===== config.mk =====
export PLATFORM = sky130hd
export DESIGN_NAME = fpAddSubTop
export DESIGN_NICKNAME = d
export VERILOG_FILES = /design/src/fpAddPkg.sv /design/src/fpAddSubTop.sv /design/src/fpAlignShift.sv /design/src/fpMantExecute.sv /design/src/fpNormalize.sv /design/src/fpPrealign.sv /design/src/fpRoundModule.sv
export SDC_FILE = /design/constraint.sdc
export NUM_CORES = 1
export LEC_CHECK = 0
export BUFFER_PORTS_ARGS = -buffer_cell sky130_fd_sc_hd__buf_2
export CAP_MARGIN = 10
export CORE_UTILIZATION = 62
export DETAILED_ROUTE_END_ITERATION = 10
export GPL_ROUTABILITY_DRIVEN = 0
export GPL_TIMING_DRIVEN = 0
export PLACE_DENSITY = 0.86
export SLEW_MARGIN = 20
export SYNTH_ARGS = -nofsm -noshare
export SYNTH_HDL_FRONTEND = slang
export SYNTH_SLANG_ARGS = --single-unit

===== constraint.sdc =====
create_clock -name clk -period 10.05 [get_ports clk]
set_input_delay 3.015 -clock clk [delete_from_list [all_inputs] [get_ports clk]]
set_output_delay 3.015 -clock clk [all_outputs]
set_load 0.005 [all_outputs]

===== src/fpAddPkg.sv =====
package fpAddPkg;

	localparam int expWidth = 5; // Exponent field
	localparam int mantWidth = 10; // Stored fraction
	localparam int sigWidth = mantWidth + 1; // Fraction plus hidden one
	localparam int extWidth = sigWidth + 3; // Room for guard round sticky
	localparam int expMax = (1 << expWidth) - 1; // Infinity exponent code
	localparam int pipeLatency = 3; // Input strobe to result strobe

	typedef enum logic {
		opAdd = 1'b0,
		opSub = 1'b1
	} fpOp;

	typedef struct packed {
		logic sign;
		logic [expWidth-1:0] exp; // Biased by 15
		logic [mantWidth-1:0] mant;
	} fpHalf;

	typedef struct packed {
		logic [sigWidth-1:0] bigSig; // Larger magnitude operand
		logic [extWidth-1:0] smallExt; // Shifted smaller operand with GRS
		logic [expWidth-1:0] bigExp; // Exponent of the result before normalize
		logic signA;
		logic signB; // Already flipped for subtract
		logic effSub; // Magnitudes get subtracted
		logic ctrl; // Opcode bit
		logic maxAB; // B is the larger one
	} alignedOps;

	typedef struct packed {
		logic zeroSum; // Exact zero or underflow
		logic [expWidth:0] normE; // Extra bit for carry
		logic [mantWidth-1:0] normM;
		logic guard;
		logic round;
		logic sticky;
		logic signA;
		logic signB;
		logic ctrl;
		logic maxAB;
	} normSum;

	typedef struct packed {
		fpHalf z;
		logic ovf; // Exponent overflow
	} addResult;

endpackage


===== src/fpAddSubTop.sv =====
`timescale 1ns/1ps

module fpAddSubTop (
	input logic clk,
	input logic arstN,
	input logic inValid,
	input fpAddPkg::fpHalf opA,
	input fpAddPkg::fpHalf opB,
	input fpAddPkg::fpOp op,
	output logic outValid,
	output fpAddPkg::addResult res
);

	logic [fpAddPkg::sigWidth-1:0] bigSig; // Stage 1 comb
	logic [fpAddPkg::sigWidth-1:0] smallSig;
	logic [fpAddPkg::expWidth-1:0] bigExp;
	logic [fpAddPkg::expWidth-1:0] expDiff;
	logic signA;
	logic signB;
	logic effSub;
	logic ctrl;
	logic maxAB;
	fpAddPkg::alignedOps alignedComb;
	fpAddPkg::alignedOps stage1Reg;
	logic [fpAddPkg::extWidth:0] rawSum; // Stage 2 comb
	fpAddPkg::alignedOps passOps;
	fpAddPkg::normSum normComb;
	fpAddPkg::normSum stage2Reg;
	fpAddPkg::addResult roundComb; // Stage 3 comb
	logic [fpAddPkg::pipeLatency-1:0] validPipe; // One bit per stage

	fpPrealign prealign0 (.opA(opA), .opB(opB), .op(op), .bigSig(bigSig),
		.smallSig(smallSig), .bigExp(bigExp), .expDiff(expDiff), .signA(signA),
		.signB(signB), .effSub(effSub), .ctrl(ctrl), .maxAB(maxAB));

	fpAlignShift alignShift0 (.bigSig(bigSig), .smallSig(smallSig), .bigExp(bigExp),
		.expDiff(expDiff), .signA(signA), .signB(signB), .effSub(effSub),
		.ctrl(ctrl), .maxAB(maxAB), .aligned(alignedComb));

	fpMantExecute mantExecute0 (.aligned(stage1Reg), .rawSum(rawSum), .pass(passOps));

	fpNormalize normalize0 (.rawSum(rawSum), .pass(passOps), .norm(normComb));

	fpRoundModule roundModule0 (.norm(stage2Reg), .result(roundComb));

	// Data loads every cycle and validPipe marks live slots
	always_ff @(posedge clk or negedge arstN) begin
		if (!arstN) begin
			validPipe <= '0;
			stage1Reg <= '0;
			stage2Reg <= '0;
			res <= '0;
		end else begin
			validPipe <= {validPipe[fpAddPkg::pipeLatency-2:0], inValid};
			stage1Reg <= alignedComb;
			stage2Reg <= normComb;
			res <= roundComb;
		end
	end

	assign outValid = validPipe[fpAddPkg::pipeLatency-1]; // Lines up with res

endmodule


===== src/fpAlignShift.sv =====
`timescale 1ns/1ps

module fpAlignShift (
	input logic [fpAddPkg::sigWidth-1:0] bigSig,
	input logic [fpAddPkg::sigWidth-1:0] smallSig,
	input logic [fpAddPkg::expWidth-1:0] bigExp,
	input logic [fpAddPkg::expWidth-1:0] expDiff,
	input logic signA,
	input logic signB,
	input logic effSub,
	input logic ctrl,
	input logic maxAB,
	output fpAddPkg::alignedOps aligned
);

	logic [fpAddPkg::extWidth-1:0] smallPad; // Three zero GRS bits appended
	logic [fpAddPkg::extWidth-1:0] shifted;
	logic [fpAddPkg::extWidth-1:0] lostMask; // Bits that fall off the bottom
	logic lostBits;

	assign smallPad = {smallSig, 3'b000};
	assign shifted = smallPad >> expDiff; // Zero once expDiff passes extWidth

	// Everything below the sticky slot collapses into sticky
	// A huge difference gives an all ones mask so only sticky survives
	assign lostMask = ~({fpAddPkg::extWidth{1'b1}} << expDiff);
	assign lostBits = |(smallPad & lostMask);

	always_comb begin
		aligned.bigSig = bigSig;
		aligned.smallExt = {shifted[fpAddPkg::extWidth-1:1], shifted[0] | lostBits};
		aligned.bigExp = bigExp;
		aligned.signA = signA;
		aligned.signB = signB;
		aligned.effSub = effSub;
		aligned.ctrl = ctrl;
		aligned.maxAB = maxAB;
	end

endmodule


===== src/fpMantExecute.sv =====
`timescale 1ns/1ps

module fpMantExecute (
	input fpAddPkg::alignedOps aligned,
	output logic [fpAddPkg::extWidth:0] rawSum,
	output fpAddPkg::alignedOps pass
);

	logic [fpAddPkg::extWidth:0] bigWide; // Carry bit on top
	logic [fpAddPkg::extWidth:0] smallWide;

	// Big side has no GRS content
	assign bigWide = {1'b0, aligned.bigSig, 3'b000};
	assign smallWide = {1'b0, aligned.smallExt};

	// Big operand is never smaller so the difference stays positive
	// Sticky in bit 0 borrows correctly for rounding
	assign rawSum = aligned.effSub ? (bigWide - smallWide) : (bigWide + smallWide);

	// Forward control and exponent to normalize
	always_comb begin
		pass = aligned;
		pass.bigSig = '0; // Consumed here
		pass.smallExt = '0; // Consumed here
	end

endmodule


===== src/fpNormalize.sv =====
`timescale 1ns/1ps

module fpNormalize (
	input logic [fpAddPkg::extWidth:0] rawSum,
	input fpAddPkg::alignedOps pass,
	output fpAddPkg::normSum norm
);

	logic carry; // Sum overflowed into bit extWidth
	logic seenOne;
	logic sumIsZero;
	logic [fpAddPkg::expWidth-1:0] lzc; // 0 to extWidth
	logic [fpAddPkg::extWidth-1:0] body;
	logic [fpAddPkg::extWidth-1:0] leftShifted;
	logic [fpAddPkg::extWidth-1:0] normBits; // Hidden bit on top then fraction then GRS
	logic [fpAddPkg::expWidth+1:0] bigExpWide;
	logic [fpAddPkg::expWidth+1:0] lzcWide;
	logic signed [fpAddPkg::expWidth+1:0] expCalc; // Can go negative on cancellation

	assign carry = rawSum[fpAddPkg::extWidth];
	assign body = rawSum[fpAddPkg::extWidth-1:0];

	// Leading zero count from the top
	always_comb begin
		lzc = '0;
		seenOne = 1'b0;
		for (int i = fpAddPkg::extWidth - 1; i >= 0; i--) begin
			seenOne = seenOne | body[i];
			lzc = lzc + {{(fpAddPkg::expWidth-1){1'b0}}, ~seenOne};
		end
	end

	assign leftShifted = body << lzc; // Zeros enter at sticky

	// Carry case drops bit 0 into sticky
	assign normBits = carry ? {rawSum[fpAddPkg::extWidth:2], rawSum[1] | rawSum[0]}
		: leftShifted;

	assign bigExpWide = {2'b00, pass.bigExp};
	assign lzcWide = {2'b00, lzc};
	assign expCalc = carry ? (bigExpWide + 1'b1) : (bigExpWide - lzcWide);

	// Cancelled to zero or fell into subnormal range
	assign sumIsZero = (rawSum == '0) | (expCalc <= 0);

	always_comb begin
		norm.zeroSum = sumIsZero;
		norm.normE = expCalc[fpAddPkg::expWidth:0]; // Positive whenever not zero
		norm.normM = sumIsZero ? '0
			: normBits[fpAddPkg::extWidth-2 -: fpAddPkg::mantWidth];
		norm.guard = ~sumIsZero & normBits[2]; // No rounding on a flushed result
		norm.round = ~sumIsZero & normBits[1];
		norm.sticky = ~sumIsZero & normBits[0];
		norm.signA = pass.signA;
		norm.signB = pass.signB;
		norm.ctrl = pass.ctrl;
		norm.maxAB = pass.maxAB;
	end

endmodule


===== src/fpPrealign.sv =====
`timescale 1ns/1ps

module fpPrealign (
	input fpAddPkg::fpHalf opA,
	input fpAddPkg::fpHalf opB,
	input fpAddPkg::fpOp op,
	output logic [fpAddPkg::sigWidth-1:0] bigSig,
	output logic [fpAddPkg::sigWidth-1:0] smallSig,
	output logic [fpAddPkg::expWidth-1:0] bigExp,
	output logic [fpAddPkg::expWidth-1:0] expDiff,
	output logic signA,
	output logic signB,
	output logic effSub,
	output logic ctrl,
	output logic maxAB
);

	logic [fpAddPkg::sigWidth-1:0] sigA; // Hidden bit restored
	logic [fpAddPkg::sigWidth-1:0] sigB;
	logic [fpAddPkg::expWidth-1:0] smallExp;
	logic [fpAddPkg::expWidth+fpAddPkg::sigWidth-1:0] magA; // Exponent above significand
	logic [fpAddPkg::expWidth+fpAddPkg::sigWidth-1:0] magB;

	// Zero exponent means zero or subnormal, both flushed
	assign sigA = (opA.exp == '0) ? '0 : {1'b1, opA.mant};
	assign sigB = (opB.exp == '0) ? '0 : {1'b1, opB.mant};

	// Exponent first then significand
	assign magA = {opA.exp, sigA};
	assign magB = {opB.exp, sigB};
	assign maxAB = (magB > magA); // Ties keep A on the big side

	assign ctrl = (op == fpAddPkg::opSub);
	assign signA = opA.sign;
	assign signB = opB.sign ^ ctrl; // Subtract becomes add of negated B
	assign effSub = signA ^ signB; // Opposite signs subtract magnitudes

	// Route larger magnitude to the big side
	assign bigSig = maxAB ? sigB : sigA;
	assign smallSig = maxAB ? sigA : sigB;
	assign bigExp = maxAB ? opB.exp : opA.exp;
	assign smallExp = maxAB ? opA.exp : opB.exp;

	assign expDiff = bigExp - smallExp; // Never negative after ordering

endmodule


===== src/fpRoundModule.sv =====
`timescale 1ns/1ps

module fpRoundModule (
	input fpAddPkg::normSum norm,
	output fpAddPkg::addResult result
);

	logic roundUp; // Nearest even says add one ulp
	logic [fpAddPkg::mantWidth:0] roundUpM; // Extra bit catches fraction wrap
	logic [fpAddPkg::mantWidth-1:0] roundM;
	logic roundOvf; // Fraction wrapped to zero
	logic [fpAddPkg::expWidth:0] roundE;
	logic rawSignB; // B sign as it came in
	logic fSign;
	logic expOvf;

	// Above half or exact tie on an odd fraction
	assign roundUp = norm.guard & (norm.round | norm.sticky | norm.normM[0]);

	assign roundUpM = {1'b0, norm.normM} + 1'b1;
	assign roundM = roundUp ? roundUpM[fpAddPkg::mantWidth-1:0] : norm.normM;
	assign roundOvf = roundUp & roundUpM[fpAddPkg::mantWidth];

	// Wrapped fraction is zero again so only the exponent moves
	assign roundE = norm.zeroSum ? '0
		: (norm.normE + {{fpAddPkg::expWidth{1'b0}}, roundOvf});

	assign rawSignB = norm.signB ^ norm.ctrl; // Undo the opcode flip

	// Zero takes the combined operand rule
	// Otherwise the sign of the larger magnitude wins
	assign fSign = (norm.zeroSum & (norm.signA ^ rawSignB))
		| (norm.zeroSum ? (norm.signA & rawSignB & ~norm.ctrl)
			: ((~norm.maxAB & norm.signA) | (norm.signB & (norm.maxAB | norm.signA))));

	assign expOvf = (roundE >= fpAddPkg::expMax); // Past the largest finite exponent

	always_comb begin
		result.z.sign = fSign;
		result.z.exp = expOvf ? '1 : roundE[fpAddPkg::expWidth-1:0]; // Infinity code
		result.z.mant = expOvf ? '0 : roundM;
		result.ovf = expOvf;
	end

endmodule


==> key figures, run 1 <==
Setup path
  – Slowest stage delay, CP: 0.62 ns
  – Critical path class: register to register
  – WP buf/inv: 4
  – Critical-path maximum fanout: 10
  – FF-to-FF End: stage2Reg[15]
  – Reg-to-Reg Start: stage1Reg[24]
  – CP Depth: 30
  – Setup crit end kind: register
  – Worst path arrival time: 9.70 ns
  – R2R cell count: 30
  – Slowest cell on crit path: xor2_1
  – Req. time, crit path: 10.33 ns
  – Worst setup SP type: register
  – Critical path's top delay family: adder cells
  – Critical path's most frequent cell: fa_1
  – R2R setup slack: 0.63 ns

Detailed routing
  – Initial DRC count: 497
  – Vias: 6440
  – Post-detailed-route count of antenna-violating nets: 0
  – DR WL/cell: 16.7 um
  – Met3 routed WL: 1170 um
  – Drt drc: 0
  – Met1 wire length: 6340 um
  – Vias per Instance: 6.36
  – Routed wl met2: 8400 um
  – Total routed wirelength: 16900 um
  – Initial DRT Pass Iterations: 6
  – Top layer in use: met4

Layout
  – Layout Nets: 971
  – N_diodes: 0
  – P&R area growth vs syn: 9.95%
  – Fill cells: 794
  – Multi-input logic area: 4360 um^2
  – Layout cells sized above 1: 11.5%
  – Commonest non-fill, non-tap cell in the layout: nand2_1
  – Sequential Area: 1980 um^2
  – Most frequent cells in the layout: nand2_1, dfrtp_1, nor2_1, a21oi_1, buf_2

Pwr
  – Sw power: 745 uW
  – Total power: 1640 uW
  – Power Density: 222 nW/um^2
  – Worst vdd ir: 0.000119 V
  – Sequential group share of total power: 28.4%
  – Sw Ratio: 45.4%
  – Clock network fraction of design power: 14.7%
  – Pleak: 0.00342 uW
  – Share of total power in combinational logic: 56.9%
  – Cell-internal power: 898 uW

Floorplanning
  – Initial Util: 64.5%
  – Row count: 37
  – IO Count: 54
  – Horiz. Die Dim: 106 um
  – Die area: 11300 um^2
  – Core Area: 10400 um^2
  – Die height: 106 um

Logic synthesis
  – Asr flop ratio synth: 100%
  – Syn avg cell area: 8.33 um^2
  – Main synth FF type: dfrtp_1
  – EDFF count, synth: 0
  – Syn nets: 906
  – Synthesized instance count: 806
  – Yosys reg bits: 79
  – Post-synthesis sequential area ratio: 29.4%
  – Netlist cell types: 71
  – Netlist Area Pre-Place: 6720 um^2
  – Syn. warnings: 0

CTS
  – Clock latency on the worst-skew pair: 0.36 ns
  – Hold buffer count at cts: 0
  – CTS Buf Count: 9
  – PostCTS Resize Cnt: 0
  – Sink Count: 79
  – CTS tree: built
  – Setup Buffers After CTS: 0
  – CTS root buf: clkbuf_8
  – Htree depth: 3
  – Clock Path Buffers: 2
  – Clock transition at path regs: 0.08 ns

Hold path
  – Hold Crit Class: register to register
  – Hold worst-path end: stage2Reg[3]
  – HP Start: stage1Reg[4]
  – Hold Crit Depth: 0

Placement
  – Final HPWL DP: 13400 um
  – Port Buf Inserts: 53

Global routing
  – First-pass GRT wire length: 28300 um
  – Largest net degree at the start of global routing: 54
  – Grt ovf: 0
  – Antenna violations before repair: 0
  – Vias in the first global route: 6308
  – GRT Util Overall: 31.6%

Status
  – Status: complete, no violations

Timing
  – Setup TNS: 0 ns
  – F_max: 106 MHz
  – Clock skew: 0.0109 ns
  – Tcrit/Tclk final: 93.8%
  – Slew headroom: 45.9%
  – Max Slew Vio Count: 0
  – Worst Tran Pin Value: 0.791 ns
  – Unrepaired setup endpoints after global routing: no
  – Minimum clock period: 9.42 ns
  – Final setup fails: 0
  – Hold Vio Cnt, Final: 0
  – WHS: 0.345 ns

Flow run
  – MaxCap Viol Count: 0
==> cells by family after synthesis <==
group           count (synthesis)  share of synthesized area, %
simple gates                  287                          20.3
fa+ha+maj                      67                          13.5
buf+inv                        98                          5.76
compound gates                202                          19.9
flops                          79                          29.4
xor+xnor                       36                          4.92
mux                            37                          6.22
==> layer usage <==
layer,vias to the layer above,GRT usage (%)
met5,-,0
met4,0,20.2
met3,84,5.64
met2,338,56.0
met1,3011,34.9
li1,3007,-
==> power by group through the flow <==
stage / Sequential [uW] / Clock [uW] / Combinational, uW
finish: 467 / 241 / 935
global route: 479 / 259 / 1030
CTS: 467 / 243 / 909
detailed placement: 474 / 0 / 903
global placement: 468 / 0 / 864
floorplan: 466 / 0 / 665
==> through the flow <==
| stage | instance area [um^2] | setup slack, ns | utilization, % | instances |
|---|---|---|---|---|
| global placement | 7150 | 1.07 | 68.7 | 995 |
| global route | 7390 | 0.137 | 70.9 | 1012 |
| floorplan | 6720 | 2.04 | - | 806 |
| detailed placement | 7180 | 0.815 | 69.0 | 996 |
| CTS | 7380 | 0.768 | 70.9 | 1012 |
| finish | 7390 | 0.626 | 70.9 | 1012 |
==> flip-flops by register name, summed over array words and instances (netlist names) <==
signal / cells
stage1Reg: 35
res: 17
stage2Reg: 24
validPipe: 3
==> synthesized netlist by cell type (all sizes together), types with 9 or more instances <==
| master | instances | area, um^2 |
|---|---|---|
| nand2 | 89 | 334 |
| buf | 13 | 67.6 |
| a21oi | 58 | 290 |
| a211oi | 11 | 87.6 |
| xor2 | 20 | 175 |
| nand3 | 32 | 160 |
| clkbuf | 25 | 93.8 |
| nand2b | 11 | 68.8 |
| o211ai | 10 | 75.1 |
| inv | 58 | 218 |
| xnor2 | 15 | 131 |
| ha | 54 | 676 |
| nor2 | 72 | 270 |
| o21ai | 53 | 265 |
| a31oi | 9 | 71.3 |
| nor3 | 18 | 90.1 |
| dfrtp | 79 | 1980 |
| mux2i | 26 | 260 |
| fa | 10 | 200 |
| a2111oi | 9 | 91.3 |
| nor2b | 13 | 81.3 |
==> area by class of cell <==
class	count	share of cell area [%]
multi-input combinational	629	59.0
timing repair buffer	54	4.00
tap	136	2.30
buffer	38	2.19
clock inverter	5	0.762
sequential	79	26.8
clock buffer	11	1.91
inverter	60	3.05
==> worst max-delay path by stage <==
stage	from	endpoint
after floorplan	stage1Reg[14]	stage2Reg[15]
after global placement	stage1Reg[24]	stage2Reg[15]
after detailed placement	stage1Reg[24]	stage2Reg[15]
after CTS	stage1Reg[24]	stage2Reg[15]
after global routing	stage1Reg[24]	stage2Reg[15]
final	stage1Reg[24]	stage2Reg[15]
==> worst register-to-register path, delay by kind of cell (launching register included) <==
family / cells / cell delay [ns]
adder cells (fa/ha/maj): 9 / 3.98
AND/OR/NAND/NOR: 8 / 2.20
AO/OA/AOI/OAI: 7 / 1.52
XOR/XNOR: 2 / 0.71
buffers and inverters: 4 / 0.56
flip-flops: 1 / 0.38
No activity file was read; power rests on OpenSTA's default activity.
==> run 2: changes to the inputs <==
--- a/config.mk
+++ b/config.mk
@@ -7,11 +7,11 @@
 export LEC_CHECK = 0
 export BUFFER_PORTS_ARGS = -buffer_cell sky130_fd_sc_hd__buf_2
 export CAP_MARGIN = 10
-export CORE_UTILIZATION = 62
+export CORE_UTILIZATION = 56
 export DETAILED_ROUTE_END_ITERATION = 10
 export GPL_ROUTABILITY_DRIVEN = 0
 export GPL_TIMING_DRIVEN = 0
-export PLACE_DENSITY = 0.86
+export PLACE_DENSITY = 0.82
 export SLEW_MARGIN = 20
 export SYNTH_ARGS = -nofsm -noshare
 export SYNTH_HDL_FRONTEND = slang
==> constraint.sdc (replaced) <==
create_clock -name clk -period 7.6 [get_ports clk]
set_input_delay 2.28 -clock clk [delete_from_list [all_inputs] [get_ports clk]]
set_output_delay 2.28 -clock clk [all_outputs]
set_load 0.005 [all_outputs]
==> run 2 against run 1 <==
Effect of this change:
- sequential cell count is the same
- largest power group unchanged
- setup slack lost 1.2 ns
- sequential power grew 34%
- global-route usage shrank 1.5 points
- hold slack gained 0.0049 ns
- the flow now finishes with violations (design-rule violations, negative setup slack)
- die area grew 11%
- non-clock buffer count grew 26
- total power grew 59%
- critical path depth shrank 2
- critical endpoint is now stage2Reg[12]
- clock skew grew 0.00096 ns
- combinational power grew 64%
- utilization shrank 0.20 points
==> key figures, run 2 (synthesized netlist as in run 1, its figures left out) <==
Status
  – Status: complete, but fails checks
  – Failing checks: design-rule violations, negative setup slack

CTS
  – CTS tree: built
  – Sink Count: 79
  – Htree depth: 3
  – Hold buffer count at cts: 0
  – Clock latency on the worst-skew pair: 0.34 ns
  – Clock transition at path regs: 0.06 ns
  – CTS root buf: clkbuf_16
  – CTS Buf Count: 9
  – Clock Path Buffers: 2

Pwr
  – Power Density: 319 nW/um^2
  – Pleak: 0.00375 uW
  – Worst vdd ir: 0.000155 V
  – Total power: 2610 uW

Timing
  – Max Slew Vio Count: 0
  – Clock skew: 0.0119 ns
  – Slew headroom: 19.9%
  – Unrepaired setup endpoints after global routing: yes
  – Hold Vio Cnt, Final: 0
  – Final setup fails: 16
  – Minimum clock period: 8.14 ns
  – F_max: 123 MHz
  – Worst Tran Pin Value: 1.19 ns
  – Final worst setup slack: -0.540 ns
  – WHS: 0.350 ns
  – Tcrit/Tclk final: 107%

Layout
  – Max reg flops: 35
  – N_diodes: 0
  – Commonest non-fill, non-tap cell in the layout: nand2_1
  – Layout cells sized above 1: 22.1%
  – Most frequent cells in the layout: nand2_1, dfrtp_1, nor2_1, buf_2
  – Layout Nets: 997
  – Top Registers: stage1Reg (35), stage2Reg (24), res (17)
  – P&R area growth vs syn: 21.7%
  – Finished Layout Cells: 1045
  – Largest Register: stage1Reg

Detailed routing
  – Vias: 6676
  – Initial DRC count: 637
  – Initial DRT Pass Iterations: 9
  – Total routed wirelength: 19000 um
  – Post-detailed-route count of antenna-violating nets: 0
  – Vias per Instance: 6.39
  – DR WL/cell: 18.2 um
  – Drt drc: 5

Hold path
  – Hold Crit Depth: 0
  – Hold worst-path end: stage2Reg[1]
  – HP Start: stage1Reg[1]
  – Hold Crit Class: register to register

Floorplanning
  – Horiz. Die Dim: 112 um
  – Row count: 39
  – Die area: 12400 um^2
  – Core Area: 11600 um^2
  – IO Count: 54
  – Die height: 112 um
  – Initial Util: 58.1%

Setup path
  – Critical path's top delay family: adder cells
  – Worst path arrival time: 8.37 ns
  – Worst setup SP type: register
  – R2R cell count: 28
  – R2R setup slack: -0.54 ns
  – Slowest stage delay, CP: 0.67 ns
  – WP buf/inv: 2
  – Setup crit end kind: register
  – Critical path class: register to register
  – Req. time, crit path: 7.83 ns
  – Reg-to-Reg Start: stage1Reg[13]
  – Slowest cell on crit path: fa_2
  – FF-to-FF End: stage2Reg[12]
  – Critical-path maximum fanout: 5

Global routing
  – Grt ovf: 0
  – Met3 Track Usage GR: 5.72%
  – M1 GR Usage: 36.7%
  – Antenna violations before repair: 1
  – Vias in the first global route: 6355
  – First-pass GRT wire length: 30100 um
  – GRT Util Overall: 30.1%
  – Largest net degree at the start of global routing: 49
  – GR Layer Usage met2: 50.6%
  – GRT busiest layer: met2

Placement
  – Dpl cells: 1003
  – Port Buf Inserts: 53
  – Final HPWL DP: 13000 um

Flow run
  – MaxCap Viol Count: 0
[run 2: cell count changes in the layout (fill, tap and decap cells not counted), moves of 6 or more]
| cell | before | now |
|---|---|---|
| buf_4 | 4 | 30 |
| ha_1 | 54 | 48 |
| nor2_1 | 72 | 66 |
| a21oi_1 | 58 | 52 |
| xnor2_1 | 15 | 9 |
| clkbuf_8 | 10 | 1 |
| clkbuf_16 | 0 | 9 |
| clkbuf_1 | 26 | 19 |
[run 2: worst max-delay path by stage]
stage / endpoint / cells past startpoint / start / slack (ns)
finish: stage2Reg[12] / 28 / stage1Reg[13] / -0.54
global route: stage2Reg[6] / 28 / stage1Reg[13] / -0.73
CTS: stage2Reg[15] / 30 / stage1Reg[13] / -0.24
detailed placement: stage2Reg[15] / 28 / stage1Reg[14] / -0.92
global placement: stage2Reg[15] / 29 / stage1Reg[24] / -0.86
floorplan: stage2Reg[15] / 28 / stage1Reg[14] / 0.03
[run 2: through the flow]
step / TNS, ns / cell area [um^2] / setup WS (ns) / util (%)
finish: -7.57 / 8180 / -0.540 / 70.7
global route: -10.82 / 8180 / -0.732 / 70.7
CTS: -2.61 / 7900 / -0.242 / 68.3
detailed placement: -13.52 / 7260 / -0.922 / 62.8
global placement: -12.38 / 7230 / -0.861 / 62.5
floorplan: 0 / 6790 / 0.0272 / -
[run 2: report_power, final]
part           leakage, uW  internal (uW)  switching, uW
sequential        0.000971            546           78.4
combinational      0.00262            642            889
clock             0.000152            269            183
[run 2: worst reg2reg max path, delay by kind of cell (launching register included)]
family	cells	cell delay [ns]
adders and majority gates	8	3.52
buffers and inverters	2	0.23
xor gates and xnor gates	2	0.59
DFF	1	0.39
AOI/OAI and AO/OA	7	1.73
and+or+nand+nor	9	1.55
[run 2: layout make-up]
| type | instances | area, um^2 |
|---|---|---|
| buffer | 34 | 160 |
| clock buffer | 10 | 239 |
| clock inverter | 6 | 75.1 |
| fill | 812 | 3390 |
| inverter | 60 | 233 |
| multi-input combinational | 629 | 4780 |
| sequential | 79 | 1980 |
| tap | 143 | 179 |
| timing repair buffer | 84 | 536 |
[run 2: layer usage]
| layer | wire length, um | share of wire [%] |
|---|---|---|
| met4 | 879 | 4.6 |
| met5 | 11 | 0.058 |
| met2 | 9170 | 48 |
| met1 | 7490 | 39 |
| met3 | 1440 | 7.6 |
[run 2: what timing repair did]
action                     4_1_cts  5_1_grt
setup endpoints to repair       18       18
pin swaps                       24       24
setup buffers                   18       11
gates resized for setup         41       44
cloned                           1        0
